File: config.mk
export PLATFORM = sky130hd
export DESIGN_NAME = decode_stage_top
export DESIGN_NICKNAME = d
export VERILOG_FILES = /design/src/verilog/ctrl_pkg.sv /design/src/verilog/isa_pkg.sv /design/src/verilog/ctrl_if.sv /design/src/verilog/decode_stage_top.sv /design/src/verilog/decode_pipe.sv /design/src/verilog/flow_decoder.sv /design/src/verilog/mem_decoder.sv /design/src/verilog/alu_decoder.sv /design/src/verilog/instr_fifo.sv
export VERILOG_INCLUDE_DIRS = /design/src /design/src/verilog
export SDC_FILE = /design/constraint.sdc
export NUM_CORES = 1
export LEC_CHECK = 0
export BUFFER_PORTS_ARGS = -buffer_cell sky130_fd_sc_hd__buf_2
export CELL_PAD_IN_SITES_DETAIL_PLACEMENT = 1
export CELL_PAD_IN_SITES_GLOBAL_PLACEMENT = 1
export CORE_ASPECT_RATIO = 2
export CORE_MARGIN = 2
export CORE_UTILIZATION = 49
export CTS_CLUSTER_SIZE = 30
export DETAILED_ROUTE_END_ITERATION = 10
export PLACE_DENSITY_LB_ADDON = 0.1
export SLEW_MARGIN = 20
export SYNTH_ARGS = -nofsm -noshare
export SYNTH_HDL_FRONTEND = slang
export SYNTH_SLANG_ARGS = --single-unit
File: constraint.sdc
create_clock -name clk -period 3.7 [get_ports clk]
set_input_delay 0.185 -clock clk [delete_from_list [all_inputs] [get_ports clk]]
set_output_delay 0.185 -clock clk [all_outputs]
set_load 0.01 [all_outputs]
File: src/verilog/decode_defs.svh
`ifndef DECODE_DEFS_SVH
`define DECODE_DEFS_SVH

`define INSTR_W     32

// Buffer entries, also the credits the sender starts with
`define FIFO_DEPTH  4

`define OUT_CREDITS 2

// Holds 0 up to FIFO_DEPTH
`define CREDIT_W    3

`endif
File: src/verilog/ctrl_pkg.sv
`default_nettype none

package ctrl_pkg;

    typedef enum logic [3:0] {
        add_u  = 4'b0000,
        sub_u  = 4'b0001,
        clz    = 4'b0010,
        clo    = 4'b0011,
        and_op = 4'b0100,
        slt    = 4'b0101,
        or_op  = 4'b0110,
        sltu   = 4'b0111,
        nor_op = 4'b1000,
        xor_op = 4'b1001,
        add_s  = 4'b1110,   // Overflow traps
        sub_s  = 4'b1111
    } alu_op_e;

    typedef enum logic [1:0] {sh_sll, sh_srl, sh_sra} shift_op_e;

    typedef enum logic [2:0] {
        cond_none, cond_eq, cond_ne, cond_gez, cond_gt, cond_le, cond_lt
    } cond_e;

    typedef enum logic [2:0] {
        ld_lb, ld_lbu, ld_lh, ld_lhu, ld_lw, ld_lwl, ld_lwr
    } load_sel_e;

    typedef enum logic [2:0] {st_sb, st_sh, st_sw, st_swl, st_swr} store_sel_e;

    typedef enum logic [1:0] {ext_zero, ext_sign, ext_upper, ext_jump} imm_ext_e;

    typedef enum logic [1:0] {res_alu, res_shift, res_link} res_sel_e;

    typedef enum logic [1:0] {rd_rt, rd_rd, rd_ra} rd_sel_e;

    typedef struct packed {
        logic       reg_w;
        logic       mem_r;
        logic       mem_w;
        alu_op_e    alu_op;
        logic       of_check;
        logic       b_imm;      // Operand B from the immediate
        imm_ext_e   imm_ext;
        shift_op_e  shift_op;
        logic       shamt_var;  // Shift amount from rs
        logic [4:0] shamt;
        res_sel_e   res_sel;
        logic       branch;
        cond_e      cond;
        logic       jump;
        logic       jr;
        rd_sel_e    rd_sel;
        logic       rt_sel;     // Compare against zero, not rt
        load_sel_e  load_sel;
        store_sel_e store_sel;
    } ctrl_word_t;

endpackage

`default_nettype wire

File: src/verilog/isa_pkg.sv
`default_nettype none

package isa_pkg;

    typedef struct packed {
        logic [5:0] opcode;
        logic [4:0] rs;
        logic [4:0] rt;
        logic [4:0] rd;
        logic [4:0] shamt;
        logic [5:0] funct;
    } r_view_t;

    typedef struct packed {
        logic [5:0]  opcode;
        logic [4:0]  rs;
        logic [4:0]  rt;
        logic [15:0] imm;   // Low 16 of the jump target for J/JAL
    } i_view_t;

    // Same 32 bits, read as R-type or as I/J-type
    typedef union packed {
        r_view_t r;
        i_view_t i;
    } instr_t;

    // Octal, as in the MIPS opcode table
    typedef enum logic [5:0] {
        op_special = 6'o00, op_regimm = 6'o01, op_j     = 6'o02, op_jal   = 6'o03,
        op_beq     = 6'o04, op_bne    = 6'o05, op_blez  = 6'o06, op_bgtz  = 6'o07,
        op_addi    = 6'o10, op_addiu  = 6'o11, op_slti  = 6'o12, op_sltiu = 6'o13,
        op_andi    = 6'o14, op_ori    = 6'o15, op_xori  = 6'o16, op_lui   = 6'o17,
        op_special2 = 6'o34,
        op_lb      = 6'o40, op_lh     = 6'o41, op_lwl   = 6'o42, op_lw    = 6'o43,
        op_lbu     = 6'o44, op_lhu    = 6'o45, op_lwr   = 6'o46,
        op_sb      = 6'o50, op_sh     = 6'o51, op_swl   = 6'o52, op_sw    = 6'o53,
        op_swr     = 6'o56
    } opcode_e;

    // SPECIAL function codes; CLO/CLZ under SPECIAL2 are decoded by bit 0
    typedef enum logic [5:0] {
        fn_sll  = 6'o00, fn_srl  = 6'o02, fn_sra  = 6'o03,
        fn_sllv = 6'o04, fn_srlv = 6'o06, fn_srav = 6'o07,
        fn_jr   = 6'o10,
        fn_add  = 6'o40, fn_addu = 6'o41, fn_sub  = 6'o42, fn_subu = 6'o43,
        fn_and  = 6'o44, fn_or   = 6'o45, fn_xor  = 6'o46, fn_nor  = 6'o47,
        fn_slt  = 6'o52, fn_sltu = 6'o53
    } funct_e;

endpackage

`default_nettype wire

File: src/verilog/ctrl_if.sv
`timescale 1ns/10ps
`default_nettype none

// Control fields from the three decoders to the output register
interface ctrl_if;
    logic       reg_w;
    logic       mem_r;
    logic       mem_w;
    logic [3:0] alu_op;
    logic       of_check;
    logic       b_imm;
    logic [1:0] imm_ext;
    logic [1:0] shift_op;
    logic       shamt_var;
    logic [4:0] shamt;
    logic [1:0] res_sel;
    logic       branch;
    logic [2:0] cond;
    logic       jump;
    logic       jr;
    logic [1:0] rd_sel;
    logic       rt_sel;
    logic [2:0] load_sel;
    logic [2:0] store_sel;

    modport alu  (output alu_op, of_check, b_imm, imm_ext, shift_op, shamt_var, shamt, res_sel);
    modport mem  (output reg_w, mem_r, mem_w, load_sel, store_sel);
    modport flow (output branch, cond, jump, jr, rd_sel, rt_sel);
    modport pipe (input reg_w, mem_r, mem_w, alu_op, of_check, b_imm, imm_ext, shift_op,
                  shamt_var, shamt, res_sel, branch, cond, jump, jr, rd_sel, rt_sel,
                  load_sel, store_sel);
endinterface

`default_nettype wire

File: src/verilog/decode_stage_top.sv
`timescale 1ns/10ps
`default_nettype none

`include "decode_defs.svh"

module decode_stage_top import isa_pkg::*, ctrl_pkg::*; (
    input  logic                          clk,
    input  logic                          reset,
    input  logic                          in_valid,
    input  logic [`INSTR_W-1:0]           in_instr,
    output logic                          in_credit,
    output logic                          out_valid,
    input  logic                          out_credit,
    output logic                          out_reg_w,
    output logic                          out_mem_r,
    output logic                          out_mem_w,
    output logic [$bits(alu_op_e)-1:0]    out_alu_op,
    output logic                          out_of_check,
    output logic                          out_b_imm,
    output logic [$bits(imm_ext_e)-1:0]   out_imm_ext,
    output logic [$bits(shift_op_e)-1:0]  out_shift_op,
    output logic                          out_shamt_var,
    output logic [4:0]                    out_shamt,
    output logic [$bits(res_sel_e)-1:0]   out_res_sel,
    output logic                          out_branch,
    output logic [$bits(cond_e)-1:0]      out_cond,
    output logic                          out_jump,
    output logic                          out_jr,
    output logic [$bits(rd_sel_e)-1:0]    out_rd_sel,
    output logic                          out_rt_sel,
    output logic [$bits(load_sel_e)-1:0]  out_load_sel,
    output logic [$bits(store_sel_e)-1:0] out_store_sel
);

    ctrl_if     ctl ();
    instr_t     head_instr;
    ctrl_word_t out_word;
    logic       head_valid;
    logic       pop;

    instr_fifo u_fifo (
        .clk, .reset, .in_valid, .in_instr, .pop,
        .head_valid, .head_instr, .in_credit
    );

    alu_decoder  u_alu_dec  (.instr(head_instr), .ctl(ctl.alu));
    mem_decoder  u_mem_dec  (.instr(head_instr), .ctl(ctl.mem));
    flow_decoder u_flow_dec (.instr(head_instr), .ctl(ctl.flow));

    decode_pipe u_pipe (
        .clk, .reset, .head_valid, .pop, .ctl(ctl.pipe),
        .out_credit, .out_valid, .out_word
    );

    assign {out_reg_w, out_mem_r, out_mem_w, out_alu_op, out_of_check, out_b_imm,
            out_imm_ext, out_shift_op, out_shamt_var, out_shamt, out_res_sel,
            out_branch, out_cond, out_jump, out_jr, out_rd_sel, out_rt_sel,
            out_load_sel, out_store_sel} = out_word;

endmodule

`default_nettype wire

File: src/verilog/decode_pipe.sv
`timescale 1ns/10ps
`default_nettype none

`include "decode_defs.svh"

module decode_pipe import ctrl_pkg::*; (
    input  logic       clk,
    input  logic       reset,
    input  logic       head_valid,
    output logic       pop,
    ctrl_if.pipe       ctl,
    input  logic       out_credit,
    output logic       out_valid,
    output ctrl_word_t out_word
);

    logic [`CREDIT_W-1:0] credits;   // Free slots at the consumer

    assign pop = head_valid && (credits != '0);

    always_ff @(posedge clk) begin
        if (reset) begin
            credits   <= `CREDIT_W'(`OUT_CREDITS);
            out_valid <= 1'b0;
        end else begin
            out_valid <= pop;
            case ({pop, out_credit})
                2'b10:   credits <= credits - 1'b1;
                2'b01:   credits <= credits + 1'b1;
                default: ;   // Both or neither
            endcase
        end
    end

    // Field order follows ctrl_word_t
    always_ff @(posedge clk) begin
        if (pop)
            out_word <= {ctl.reg_w, ctl.mem_r, ctl.mem_w, ctl.alu_op, ctl.of_check,
                         ctl.b_imm, ctl.imm_ext, ctl.shift_op, ctl.shamt_var, ctl.shamt,
                         ctl.res_sel, ctl.branch, ctl.cond, ctl.jump, ctl.jr,
                         ctl.rd_sel, ctl.rt_sel, ctl.load_sel, ctl.store_sel};
    end

endmodule

`default_nettype wire

File: src/verilog/flow_decoder.sv
`timescale 1ns/10ps
`default_nettype none

module flow_decoder import isa_pkg::*, ctrl_pkg::*; (
    input  instr_t instr,
    ctrl_if.flow   ctl
);

    always_comb begin
        ctl.branch = 1'b0;
        ctl.cond   = cond_none;
        ctl.jump   = 1'b0;
        ctl.jr     = 1'b0;
        ctl.rd_sel = rd_rt;
        ctl.rt_sel = 1'b0;
        case (instr.i.opcode)
            op_special: begin
                case (instr.r.funct)
                    fn_add, fn_addu, fn_sub, fn_subu, fn_and, fn_or, fn_xor, fn_nor,
                    fn_slt, fn_sltu, fn_sll, fn_srl, fn_sra, fn_sllv, fn_srlv, fn_srav:
                        ctl.rd_sel = (instr != '0) ? rd_rd : rd_rt;
                    fn_jr: begin
                        ctl.jr     = 1'b1;
                        ctl.rd_sel = rd_rd;
                    end
                    default: ;
                endcase
            end
            op_special2: begin
                if (instr.r.funct[5:1] == 5'b10000)
                    ctl.rd_sel = rd_rd;
            end
            op_regimm: begin
                ctl.branch = 1'b1;
                ctl.rt_sel = 1'b1;
                ctl.cond   = instr.i.rt[0] ? cond_gez : cond_lt;   // Bit 16
            end
            op_beq: begin
                ctl.branch = 1'b1;
                ctl.cond   = cond_eq;
            end
            op_bne: begin
                ctl.branch = 1'b1;
                ctl.cond   = cond_ne;
            end
            op_bgtz: begin
                ctl.branch = 1'b1;
                ctl.cond   = cond_gt;
                ctl.rt_sel = 1'b1;
            end
            op_blez: begin
                ctl.branch = 1'b1;
                ctl.cond   = cond_le;
                ctl.rt_sel = 1'b1;
            end
            op_j:   ctl.jump = 1'b1;
            op_jal: begin
                ctl.jump   = 1'b1;
                ctl.rd_sel = rd_ra;   // Link into r31
            end
            default: ;
        endcase
    end

endmodule

`default_nettype wire

File: src/verilog/mem_decoder.sv
`timescale 1ns/10ps
`default_nettype none

module mem_decoder import isa_pkg::*, ctrl_pkg::*; (
    input  instr_t instr,
    ctrl_if.mem    ctl
);

    always_comb begin
        ctl.reg_w     = 1'b0;
        ctl.mem_r     = 1'b0;
        ctl.mem_w     = 1'b0;
        ctl.load_sel  = ld_lb;
        ctl.store_sel = st_sb;
        case (instr.i.opcode)
            op_special: begin
                case (instr.r.funct)
                    fn_add, fn_addu, fn_sub, fn_subu, fn_and, fn_or, fn_xor, fn_nor,
                    fn_slt, fn_sltu, fn_sll, fn_srl, fn_sra, fn_sllv, fn_srlv, fn_srav:
                        ctl.reg_w = (instr != '0);   // NOP writes nothing
                    default: ;
                endcase
            end
            op_special2: ctl.reg_w = (instr.r.funct[5:1] == 5'b10000);
            op_addi, op_addiu, op_slti, op_sltiu, op_andi, op_ori, op_xori, op_lui:
                ctl.reg_w = 1'b1;
            op_lb, op_lbu, op_lh, op_lhu, op_lw, op_lwl, op_lwr: begin
                ctl.mem_r = 1'b1;
                ctl.reg_w = 1'b1;
            end
            op_sb, op_sh, op_sw, op_swl, op_swr: ctl.mem_w = 1'b1;
            default: ;
        endcase

        // Width and alignment selects, LB and SB are the zero codes
        case (instr.i.opcode)
            op_lbu:  ctl.load_sel = ld_lbu;
            op_lh:   ctl.load_sel = ld_lh;
            op_lhu:  ctl.load_sel = ld_lhu;
            op_lw:   ctl.load_sel = ld_lw;
            op_lwl:  ctl.load_sel = ld_lwl;
            op_lwr:  ctl.load_sel = ld_lwr;
            op_sh:   ctl.store_sel = st_sh;
            op_sw:   ctl.store_sel = st_sw;
            op_swl:  ctl.store_sel = st_swl;
            op_swr:  ctl.store_sel = st_swr;
            default: ;
        endcase
    end

endmodule

`default_nettype wire

File: src/verilog/alu_decoder.sv
`timescale 1ns/10ps
`default_nettype none

module alu_decoder import isa_pkg::*, ctrl_pkg::*; (
    input  instr_t instr,
    ctrl_if.alu    ctl
);

    always_comb begin
        ctl.alu_op    = add_u;
        ctl.of_check  = 1'b0;
        ctl.b_imm     = 1'b0;
        ctl.imm_ext   = ext_zero;
        ctl.shift_op  = sh_sll;
        ctl.shamt_var = 1'b0;
        ctl.shamt     = '0;
        ctl.res_sel   = res_alu;
        case (instr.r.opcode)
            op_special: begin
                case (instr.r.funct)
                    fn_add: begin
                        ctl.alu_op   = add_s;
                        ctl.of_check = 1'b1;
                    end
                    fn_sub: begin
                        ctl.alu_op   = sub_s;
                        ctl.of_check = 1'b1;
                    end
                    fn_addu: ctl.alu_op = add_u;
                    fn_subu: ctl.alu_op = sub_u;
                    fn_and:  ctl.alu_op = and_op;
                    fn_or:   ctl.alu_op = or_op;
                    fn_xor:  ctl.alu_op = xor_op;
                    fn_nor:  ctl.alu_op = nor_op;
                    fn_slt:  ctl.alu_op = slt;
                    fn_sltu: ctl.alu_op = sltu;
                    fn_sll, fn_srl, fn_sra, fn_sllv, fn_srlv, fn_srav: begin
                        if (instr != '0) begin   // All-zero word is the NOP
                            ctl.res_sel   = res_shift;
                            ctl.shamt_var = instr.r.funct[2];
                            ctl.shamt     = instr.r.shamt;
                            case (instr.r.funct[1:0])
                                2'b10:   ctl.shift_op = sh_srl;
                                2'b11:   ctl.shift_op = sh_sra;
                                default: ctl.shift_op = sh_sll;
                            endcase
                        end
                    end
                    default: ;
                endcase
            end
            op_special2: begin
                if (instr.r.funct[5:1] == 5'b10000)
                    ctl.alu_op = instr.r.funct[0] ? clo : clz;
            end
            op_regimm, op_beq, op_bne, op_blez, op_bgtz: begin
                ctl.alu_op  = sub_u;   // Branch compare by subtraction
                ctl.imm_ext = ext_sign;
            end
            op_j: ctl.imm_ext = ext_jump;
            op_jal: begin
                ctl.imm_ext = ext_jump;
                ctl.res_sel = res_link;
            end
            op_addi, op_addiu, op_slti, op_sltiu, op_andi, op_ori, op_xori, op_lui: begin
                ctl.b_imm   = 1'b1;
                ctl.imm_ext = ext_sign;
                case (instr.i.opcode)
                    op_addi: begin
                        ctl.alu_op   = add_s;
                        ctl.of_check = 1'b1;
                    end
                    op_slti:  ctl.alu_op = slt;
                    op_sltiu: ctl.alu_op = sltu;
                    op_andi:  ctl.alu_op = and_op;
                    op_ori:   ctl.alu_op = or_op;
                    op_xori:  ctl.alu_op = xor_op;
                    op_lui:   ctl.imm_ext = ext_upper;
                    default:  ;
                endcase
                // Logic immediates are zero extended
                if (instr.i.opcode inside {op_andi, op_ori, op_xori})
                    ctl.imm_ext = ext_zero;
            end
            op_lb, op_lbu, op_lh, op_lhu, op_lw, op_lwl, op_lwr,
            op_sb, op_sh, op_sw, op_swl, op_swr: begin
                ctl.b_imm   = 1'b1;   // Base plus offset
                ctl.imm_ext = ext_sign;
            end
            default: ;
        endcase
    end

endmodule

`default_nettype wire

File: src/verilog/instr_fifo.sv
`timescale 1ns/10ps
`default_nettype none

`include "decode_defs.svh"

module instr_fifo import isa_pkg::*; (
    input  logic                clk,
    input  logic                reset,
    input  logic                in_valid,
    input  logic [`INSTR_W-1:0] in_instr,
    input  logic                pop,
    output logic                head_valid,
    output instr_t              head_instr,
    output logic                in_credit
);

    localparam int PTR_W = $clog2(`FIFO_DEPTH);

    instr_t               mem [`FIFO_DEPTH];
    logic [PTR_W-1:0]     wr_ptr;
    logic [PTR_W-1:0]     rd_ptr;
    logic [`CREDIT_W-1:0] count;

    always_ff @(posedge clk) begin
        if (reset) begin
            wr_ptr <= '0;
            rd_ptr <= '0;
            count  <= '0;
        end else begin
            if (in_valid)
                wr_ptr <= (wr_ptr == PTR_W'(`FIFO_DEPTH - 1)) ? '0 : wr_ptr + 1'b1;
            if (pop)
                rd_ptr <= (rd_ptr == PTR_W'(`FIFO_DEPTH - 1)) ? '0 : rd_ptr + 1'b1;
            case ({in_valid, pop})
                2'b10:   count <= count + 1'b1;
                2'b01:   count <= count - 1'b1;
                default: ;
            endcase
        end
    end

    always_ff @(posedge clk) begin
        if (in_valid)
            mem[wr_ptr] <= instr_t'(in_instr);
    end

    assign head_valid = (count != '0);
    assign head_instr = mem[rd_ptr];   // Read-through head
    assign in_credit  = pop;           // Freed entry goes straight back to the sender

endmodule

`default_nettype wire

# Word-level counts from Yosys, hierarchy flattened
# Memories as Yosys holds them, arrays and structs flattened. A register that Yosys moved wholly into a read port is not among the register bits.
# Index checks and enable logic that the tools add are counted.
[totals]
out_inout_bits = 38
input_bits = 36
ram_bits = 128
wordCells = 145
memories = 1
ff_bits = 47
[op_classes]
n_addsub = 6
mux = 39
eq_ne = 53
reduce_logical = 22
[mem_list]
columns = ["name", "words", "width", "rd", "rd_clocked_by_memory_dff", "wr", "line_no", "source"]
rows = [
  ["u_fifo.mem", 4, 32, 1, 1, 1, "instr_fifo.sv:19", "instr_t mem [`FIFO_DEPTH];"],
]
[ops]
columns = ["operator", "count"]
rows = [
  ["6-bit == test, second input constant", 22],
  ["6-bit by 4-bit == test with 1-bit output, second input constant", 9],
  ["6-bit by 3-bit == test with 1-bit output, second input constant", 7],
  ["4-bit case mux with 9 select lines", 1],
  ["32-bit nonzero test", 1],
  ["6-bit by 2-bit == test with 1-bit output, second input constant", 4],
  ["4-bit case mux with 6 select lines", 1],
  ["20-bit OR reduction", 1],
  ["3-bit case mux with 6 select lines", 1],
  ["17-bit OR reduction", 1],
  ["4-bit case mux with 4 select lines", 1],
  ["16-bit OR reduction", 1],
  ["1-bit two-way mux", 15],
  ["3-bit case mux with 5 select lines", 1],
  ["15-bit OR reduction", 1],
  ["2-bit two-way mux", 7],
  ["2-bit == test, second input constant", 6],
  ["6-bit zero test", 2],
  ["2-bit case mux with 2 select lines", 3],
  ["2-bit case mux with 3 select lines", 2],
  ["3-bit case mux with 2 select lines", 2],
  ["3-bit case mux with 4 select lines", 1],
  ["5-bit OR reduction", 2],
  ["3-bit nonzero test", 3],
  ["19 further kinds", 25],
]

# Logic depth before layout (Yosys ltp)
# Gate-level depths: netlist of the first run.
[depth]
ltp_word = 4
ltp_mapped = 9
mapped_depth_nobuf = 9

# Modules after synthesis
# Synthesis of the first run repeated with hierarchy kept, for this count alone.
[hier_totals]
hier_cells = 437
area_unflattened_um2 = 7383.3
[modules_own_cells]
columns = ["mod", "cells_each", "seq_area_each_um2", "instances", "area_each_um2"]
rows = [
  ["instr_fifo", 215, 4023.9, 1, 5108.6],
  ["decode_pipe", 54, 1161.1, 1, 1265.0],
  ["alu_decoder", 86, 0.0, 1, 513.0],
  ["mem_decoder", 41, 0.0, 1, 267.8],
  ["flow_decoder", 41, 0.0, 1, 229.0],
]

# Worst setup path after synthesis of the first run
# Ideal clock, no wire load.
[synth_timing]
path_kind = "reg2reg"
start = "reg u_fifo.count[0]"
end = "reg u_fifo.count[2]"
slack_ps = 920
stages_incl_launch_ff = 10
period_less_slack_ps = 2780
path_buffers = 0
setup_ps = 71
t_required_ps = 3629
t_arrival_ps = 2710
path_cell_list = "dfxtp_1 -> or3_1 -> o31ai_1 -> inv_1 -> ha_1 -> inv_1 -> fa_1 -> xor2_1 -> or3_1 -> a21oi_1"
[synth_via]
elab_chain_len = 4
word_cells_on_any_way = 8
classes_between = "2 x add/sub; 2 x eq/ne; 1 x mux; 3 x reduce/logical"
[synth_lines]
columns = ["element", "line_no", "source"]
rows = [
  ["start, declared", "instr_fifo.sv:22", "logic [`CREDIT_W-1:0] count;"],
  ["start signal, assigned", "instr_fifo.sv:35", "2'b10: count <= count + 1'b1;"],
  ["start signal, assigned", "instr_fifo.sv:36", "2'b01: count <= count - 1'b1;"],
  ["3-bit nonzero test (*)", "instr_fifo.sv:47", "assign head_valid = (count != '0);"],
  ["1-bit logical AND (*)", "decode_pipe.sv:19", "assign pop = head_valid && (credits != '0);"],
  ["via in_credit", "decode_stage_top.sv:11", "output logic in_credit,"],
  ["2-bit by 1-bit == test with 1-bit output / 2-bit == test (equally long branches)", "instr_fifo.sv:34", "case ({in_valid, pop})"],
  ["3-bit case mux with 2 select lines / 2-bit nonzero test (equally long branches)", "-", ""],
]
# Mark *: on every way through the listed nets, which the timed path passes. The rest lies on a longest branch.
# A chain may end at the register's enable or synchronous reset.

==> results of run 1 <==
flip-flops by register name (all words and copies together) (netlist names), named ones only:
register and count:
u_fifo.count 3, u_pipe.credits 3, u_pipe.out_valid 1, u_fifo.mem 128, u_fifo.wr_ptr 2, u_pipe.out_word 36, u_fifo.rd_ptr 2
routing by layer:
metal	up-vias	GRT usage	routed length [um]
li1	1818	-	-
met1	1954	0.214	4950
met2	93	0.368	8150
met3	24	0.0358	422
met4	0	0.0990	412
met5	-	0	0
final cells by class:
class / instances / area [um^2] / share of cell area
sequential: 177 / 5180 / 0.613
clock inverter: 15 / 193 / 0.0228
clock buffer: 17 / 425 / 0.0503
tap: 189 / 236 / 0.0280
inverter: 16 / 60.1 / 0.00710
multi-input combinational: 196 / 1580 / 0.187
timing repair buffer: 116 / 778 / 0.0920
synthesized netlist by cell type (2+ instances only):
| cell type | count | area share |
|---|---|---|
| a211oi_1 | 4 | 0.0043 |
| a21oi_1 | 17 | 0.012 |
| and2_1 | 7 | 0.0063 |
| and3_1 | 2 | 0.0018 |
| buf_1 | 4 | 0.0022 |
| buf_6 | 3 | 0.0049 |
| clkbuf_1 | 3 | 0.0016 |
| dfxtp_1 | 13 | 0.038 |
| edfxtp_1 | 164 | 0.71 |
| fa_1 | 2 | 0.0058 |
| ha_1 | 7 | 0.013 |
| inv_1 | 16 | 0.0087 |
| mux4_1 | 5 | 0.019 |
| mux4_2 | 14 | 0.046 |
| nand2_1 | 19 | 0.010 |
| nand2b_1 | 4 | 0.0036 |
| nand3_1 | 4 | 0.0029 |
| nand4_1 | 5 | 0.0045 |
| nor2_1 | 27 | 0.015 |
| nor2b_1 | 4 | 0.0036 |
| nor3_1 | 13 | 0.0094 |
| nor3b_1 | 9 | 0.0098 |
| nor4_1 | 7 | 0.0063 |
| nor4b_1 | 2 | 0.0025 |
| o2111a_1 | 2 | 0.0033 |
| o211ai_1 | 5 | 0.0054 |
| o21ai_0 | 9 | 0.0065 |
| or3_1 | 8 | 0.0072 |
| xor2_1 | 4 | 0.0051 |
worst reg2reg max path: stages (launching register included):
cell	delay, ns
dfxtp_1	0.68
buf_4	0.28
mux4_2	0.32
or3_1	0.44
a2111oi_4	0.30
o2111a_1	0.42
o211ai_1	0.15
report_power, final:
part	switching, W	internal, W
combinational	0.000921	0.000586
sequential	0.000108	0.00259
clock	0.000858	0.000922
cell families (layout without fill, tap and decap cells):
logic type	after synthesis	in the layout	synth area share
xor gates and xnor gates	5	5	0.00634
muxes	20	20	0.0661
and+or+nand+nor	116	116	0.0908
buffers and inverters	28	164	0.0203
DFF	177	177	0.751
adders and majority gates	9	9	0.0185
AOI/OAI and AO/OA	46	46	0.0469
how the worst max path moves through the flow:
stage	startpoint	end	slack, ns	cells past startpoint
6_report	flip-flop	u_pipe.out_word[35]	0.84	6
3_5_place_dp	flip-flop	u_pipe.out_word[35]	0.84	6
4_1_cts	flip-flop	u_pipe.out_word[35]	0.81	6
5_1_grt	flip-flop	u_pipe.out_word[35]	0.67	6
2_1_floorplan	u_fifo.count[0]	u_fifo.count[2]	0.92	9
3_3_place_gp	flip-flop	u_pipe.out_word[35]	0.88	6
what timing repair did:
item,CTS,global route
hold buffers,31,0
endpoints found under the hold margin,121,0
resized for setup,0,0
setup endpoints to repair,0,0
per-stage QoR:
stage          instances  area (um^2)
6_report             726         8460
5_1_grt              726         8460
4_1_cts              726         8460
3_5_place_dp         663         7530
3_3_place_gp         663         7530
2_1_floorplan        401         6900
==> metrics.md, run 1 <==
| Metric | Value |
|---|---|
| Status | `finished, final reports clean` |
| Layout cells sized above 1 | `0.253` |
| First-pass GRT wire length | `22.0 mm` |
| Drc violations | `0` |
| WP data required | `3.85 ns` |
| H-tree depth | `4` |
| Setup WS post-layout | `0.838 ns` |
| Unrepaired setup endpoints after global routing | `no` |
| CP Max Fanout | `13` |
| Drt via density | `5.36` |
| Hold endpoint | `u_fifo.mem[2][5]` |
| Fin crit period | `2.86 ns` |
| Final setup vio count | `0` |
| FP Rows | `61` |
| CP Class | `reg2reg` |
| Filler cells | `1259` |
| Buffers & Inverters on Critical Path | `1` |
| Setup slack after placement | `0.840 ns` |
| Die area | `0.0151 mm^2` |
| Post-Syn Nets | `446` |
| Lkg Pwr | `3.00 nW` |
| Pwr Total | `0.00598 W` |
| Global Route Usage Sum | `0.200` |
| Synthesized area | `0.00690 mm^2` |
| Reg2Reg Setup Slack | `0.84 ns` |
| Clock sink total | `177` |
| Yosys reg bits | `177` |
| Main synth FF type | `edfxtp_1` |
| Period utilization | `0.774` |
| Post-Syn Instances | `401` |
| Crit-path max cell delay | `0.68 ns` |
| Vias in the first global route | `4230` |
| Hold Crit Depth | `1` |
| Gpl congestion | `0.782` |
| Grt total ovfl | `0` |
| Initial antenna violation count | `0` |
| Slew headroom | `0.618` |
| Total negative slack | `0 ns` |
| Iter 0 DRT Violations | `111` |
| Detailed Place HPWL | `9.44 mm` |
| ANT nets after route | `0` |
| Reg-to-reg critical path endpoint | `u_pipe.out_word[35]` |
| Worst-Skew Late Latency | `0.43 ns` |
| Area grow syn2layout | `22.5%` |
| Largest net degree at the start of global routing | `39` |
| Port Buffers | `73` |
| Synthesis warning total | `0` |
| Critical path's top delay family | `compound AO/OA/AOI/OAI gates` |
| DIE WIDTH | `87.9 um` |
| Routed via count | `3889` |
| Final hold violations | `0` |
| CP arrival | `3.02 ns` |
| Slew @ Worst Pin | `0.572 ns` |
| Worst-path cell chain | `buf_4 -> mux4_2 -> or3_1 -> a2111oi_4 -> o2111a_1 -> o211ai_1` |
| Die Ht | `172 um` |
| Final Max Slew Viols | `0` |
| Slowest cell on the critical path | `dfxtp_1` |
| Layout Skew | `0.0102 ns` |
| Asr flop ratio synth | `0` |
| Post-CTS setup buffer count | `0` |
| F_max | `0.349 GHz` |
| Core Area | `0.0138 mm^2` |
| CTS tree | `built` |
| Post-synth cell types | `47` |
| PwrDens | `707 mW/mm^2` |
| Crit end category | `flip-flop` |
| Starting Density | `0.500` |
| Most common library cell in the layout ignoring fill and taps | `edfxtp_1` |
| Startpoint types | `flip-flop` |
| Worst-case hold slack | `0.0136 ns` |
| Min-Delay Path Class | `in2reg` |
| CTS buffer count | `17` |
| First-pass detailed-route iteration total | `4` |
| EDFF count, synth | `164` |
| Most frequent cells in the layout | `edfxtp_1, buf_2, dlygate4sd3_1` |
| Max cap viols | `0` |
| Clock transition time at the flip-flop clock pins of the worst setup and hold paths | `0.07 ns` |
| Syn avg cell area | `17.2 um^2` |
| Max VDD drop | `0.394 mV` |
| Hold path start | `in_instr[5]` |
| Clk root buf | `clkbuf_16` |
| Post-layout net count | `569` |
| Antenna fix cells | `0` |
| Sequential area share after synthesis | `0.751` |
| Ports | `74` |
| R2R cell count | `6` |
| WL per Instance | `19.2 um` |
| Worst-case clock buffer depth | `2` |
| Final Util | `0.612` |
| Final wirelength | `13.9 mm` |
No activity file was read; power rests on OpenSTA's default activity.
==> run 2: changes to the inputs <==
--- a/config.mk
+++ b/config.mk
@@ -6,12 +6,13 @@
 export SDC_FILE = /design/constraint.sdc
 export NUM_CORES = 1
 export LEC_CHECK = 0
+export ABC_AREA = 1
 export BUFFER_PORTS_ARGS = -buffer_cell sky130_fd_sc_hd__buf_2
 export CELL_PAD_IN_SITES_DETAIL_PLACEMENT = 1
 export CELL_PAD_IN_SITES_GLOBAL_PLACEMENT = 1
 export CORE_ASPECT_RATIO = 2
 export CORE_MARGIN = 2
-export CORE_UTILIZATION = 49
+export CORE_UTILIZATION = 42
 export CTS_CLUSTER_SIZE = 30
 export DETAILED_ROUTE_END_ITERATION = 10
 export PLACE_DENSITY_LB_ADDON = 0.1
==> constraint.sdc (replaced) <==
create_clock -name clk -period 2.5 [get_ports clk]
set_input_delay 0.125 -clock clk [delete_from_list [all_inputs] [get_ports clk]]
set_output_delay 0.125 -clock clk [all_outputs]
set_load 0.01 [all_outputs]
==> metrics.md, run 2 <==
| Metric | Value |
|---|---|
| Drt via density | `5.13` |
| Global Route Usage Sum | `0.200` |
| Antenna fix cells | `0` |
| Post-Syn Nets | `738` |
| Crit path to | `u_pipe.out_word[35]` |
| Yosys reg bits | `177` |
| Most frequent cells in the layout | `nand2_1, edfxtp_1, buf_2` |
| Main synth FF type | `edfxtp_1` |
| Unrepaired setup endpoints after global routing | `no` |
| FP Rows | `69` |
| Post-Syn Instances | `693` |
| CP arrival | `2.38 ns` |
| Clock sink total | `177` |
| Final hold violations | `0` |
| Most common library cell in the layout ignoring fill and taps | `nand2_1` |
| EDFF count, synth | `164` |
| ANT nets after route | `0` |
| Reg2Reg Setup Slack | `0.29 ns` |
| Top-count cell post-synth | `nand2_1` |
| Post-CTS Resized | `0` |
| Post-CTS setup buffer count | `0` |
| Layout Skew | `0.00752 ns` |
| Yosys top cell area share | `0.647` |
| Total negative slack | `0 ns` |
| Period utilization | `0.883` |
| Iter 0 DRT Violations | `195` |
| Die area | `0.0193 mm^2` |
| Fin crit period | `2.21 ns` |
| Number of flip-flops in the largest register | `128` |
| First-pass GRT wire length | `29.6 mm` |
| Layout cells sized above 1 | `0.193` |
| Initial antenna violation count | `0` |
| Hold_buf cts | `33` |
| Reg-to-reg critical path endpoint | `u_pipe.out_word[35]` |
| Detailed Place HPWL | `12.7 mm` |
| Sequential area share after synthesis | `0.681` |
| Worst-Skew Late Latency | `0.42 ns` |
| PwrDens | `1080 mW/mm^2` |
| First-pass detailed-route iteration total | `4` |
| Max VDD drop | `0.472 mV` |
| Worst-case clock buffer depth | `2` |
| Slew @ Worst Pin | `0.556 ns` |
| Core Area | `0.0178 mm^2` |
| Status | `finished, final reports clean` |
| Asr flop ratio synth | `0` |
| Filler cells | `1927` |
| Ports | `74` |
| Biggest registers after layout | `u_fifo.mem (128), u_pipe.out_word (36)` |
| CP Class | `reg2reg` |
| Final setup vio count | `0` |
| CTS buffer count | `17` |
| R2R cell count | `12` |
| WL per Instance | `17.5 um` |
| Commonest cells post-synth | `nand2_1, edfxtp_1, nand3_1` |
| Port Buffers | `73` |
| Top reg by flops | `u_fifo.mem` |
| Post-placement cell area | `0.00822 mm^2` |
| Die Ht | `194 um` |
| Crit end category | `flip-flop` |
| Final Max Slew Viols | `0` |
| Slew headroom | `0.626` |
| Min-Delay Path Class | `in2reg` |
| Grt total ovfl | `0` |
| H-tree depth | `4` |
| Final wirelength | `18.2 mm` |
| Drc violations | `0` |
| Syn avg cell area | `11.0 um^2` |
| Hold path start | `in_valid` |
| Area contributors post-synth | `edfxtp_1, nand2_1, nand3_1` |
| Starting Density | `0.428` |
| Routed via count | `5315` |
| Dominant cell type by area after synthesis | `edfxtp_1` |
| Post-layout net count | `855` |
| CTS tree | `built` |
| Area grow syn2layout | `19.6%` |
| Max cap viols | `0` |
| DIE WIDTH | `99.2 um` |
| Lkg Pwr | `3.76 nW` |
| Gpl congestion | `0.829` |
| Vias in the first global route | `5986` |
| Startpoint types | `flip-flop` |
| Synthesized area | `0.00762 mm^2` |
| Clk root buf | `clkbuf_16` |
| CP Max Fanout | `32` |
| Clock transition time at the flip-flop clock pins of the worst setup and hold paths | `0.07 ns` |
| WP data required | `2.68 ns` |
| Synthesis warning total | `0` |
| Largest net degree at the start of global routing | `55` |
| Post-synth cell types | `35` |
| F_max | `0.453 GHz` |
| Final instance area | `0.00911 mm^2` |
## run 2: kinds of logic after synthesis
| logic type | share of synthesized area |
|---|---|
| fa+ha+maj | 0.0168 |
| flops | 0.681 |
| compound gates | 0.0269 |
| simple gates | 0.229 |
| buf+inv | 0.0470 |
## run 2: worst min-delay path by stage
stage	end	slack (ns)	depth (start not counted)
2_1_floorplan	u_fifo.wr_ptr[0]	0.20	1
3_3_place_gp	u_pipe.out_valid	0.32	2
3_5_place_dp	u_pipe.out_valid	0.33	2
4_1_cts	u_fifo.wr_ptr[1]	0.08	3
5_1_grt	u_pipe.credits[1]	0.13	4
6_report	u_fifo.wr_ptr[1]	0.09	3
## run 2: final cells by class
class	instances	area (um^2)	share of cell area
multi-input combinational	445	2070	0.228
clock buffer	17	425	0.0467
sequential	177	5190	0.569
timing repair buffer	117	816	0.0895
tap	213	267	0.0292
clock inverter	15	136	0.0150
inverter	52	209	0.0229
## run 2: metal layers
| layer | global-route usage | share of wire | wire [um] | up-vias |
|---|---|---|---|---|
| li1 | - | - | - | 2574 |
| met1 | 0.189 | 0.35 | 6410 | 2596 |
| met2 | 0.395 | 0.58 | 10500 | 103 |
| met3 | 0.0334 | 0.029 | 525 | 42 |
| met4 | 0.0999 | 0.040 | 719 | 0 |
| met5 | 0 | 0 | 0 | - |
## run 2: critical path: stages, from the launching register on
cell and delay (ns):
dfxtp_2 0.39, inv_6 0.23, nand2_1 0.09, nand3_1 0.09, nand2_1 0.20, nand2_4 0.18, inv_4 0.08, nand3_1 0.13
nand2_1 0.11, nor2_1 0.14, nand2_1 0.13, nor2_1 0.13, nand2_1 0.06
## run 2: per-stage QoR
step                power, W  hold WS, ns  std cells   util  setup slack (ns)
CTS                  0.00996       0.0793       1036  0.512             0.293
finish               0.00983       0.0914       1036  0.512             0.294
detailed placement   0.00738        0.330        971  0.462             0.311
global route          0.0104        0.131       1036  0.512             0.114
floorplan            0.00629        0.197        693      -             0.239
global placement     0.00719        0.323        971  0.462             0.325
## run 2: power by group
group / internal [W] / switching (W)
sequential: 0.00386 / 0.000166
combinational: 0.000975 / 0.00230
clock: 0.00138 / 0.00114
total: 0.00622 / 0.00361
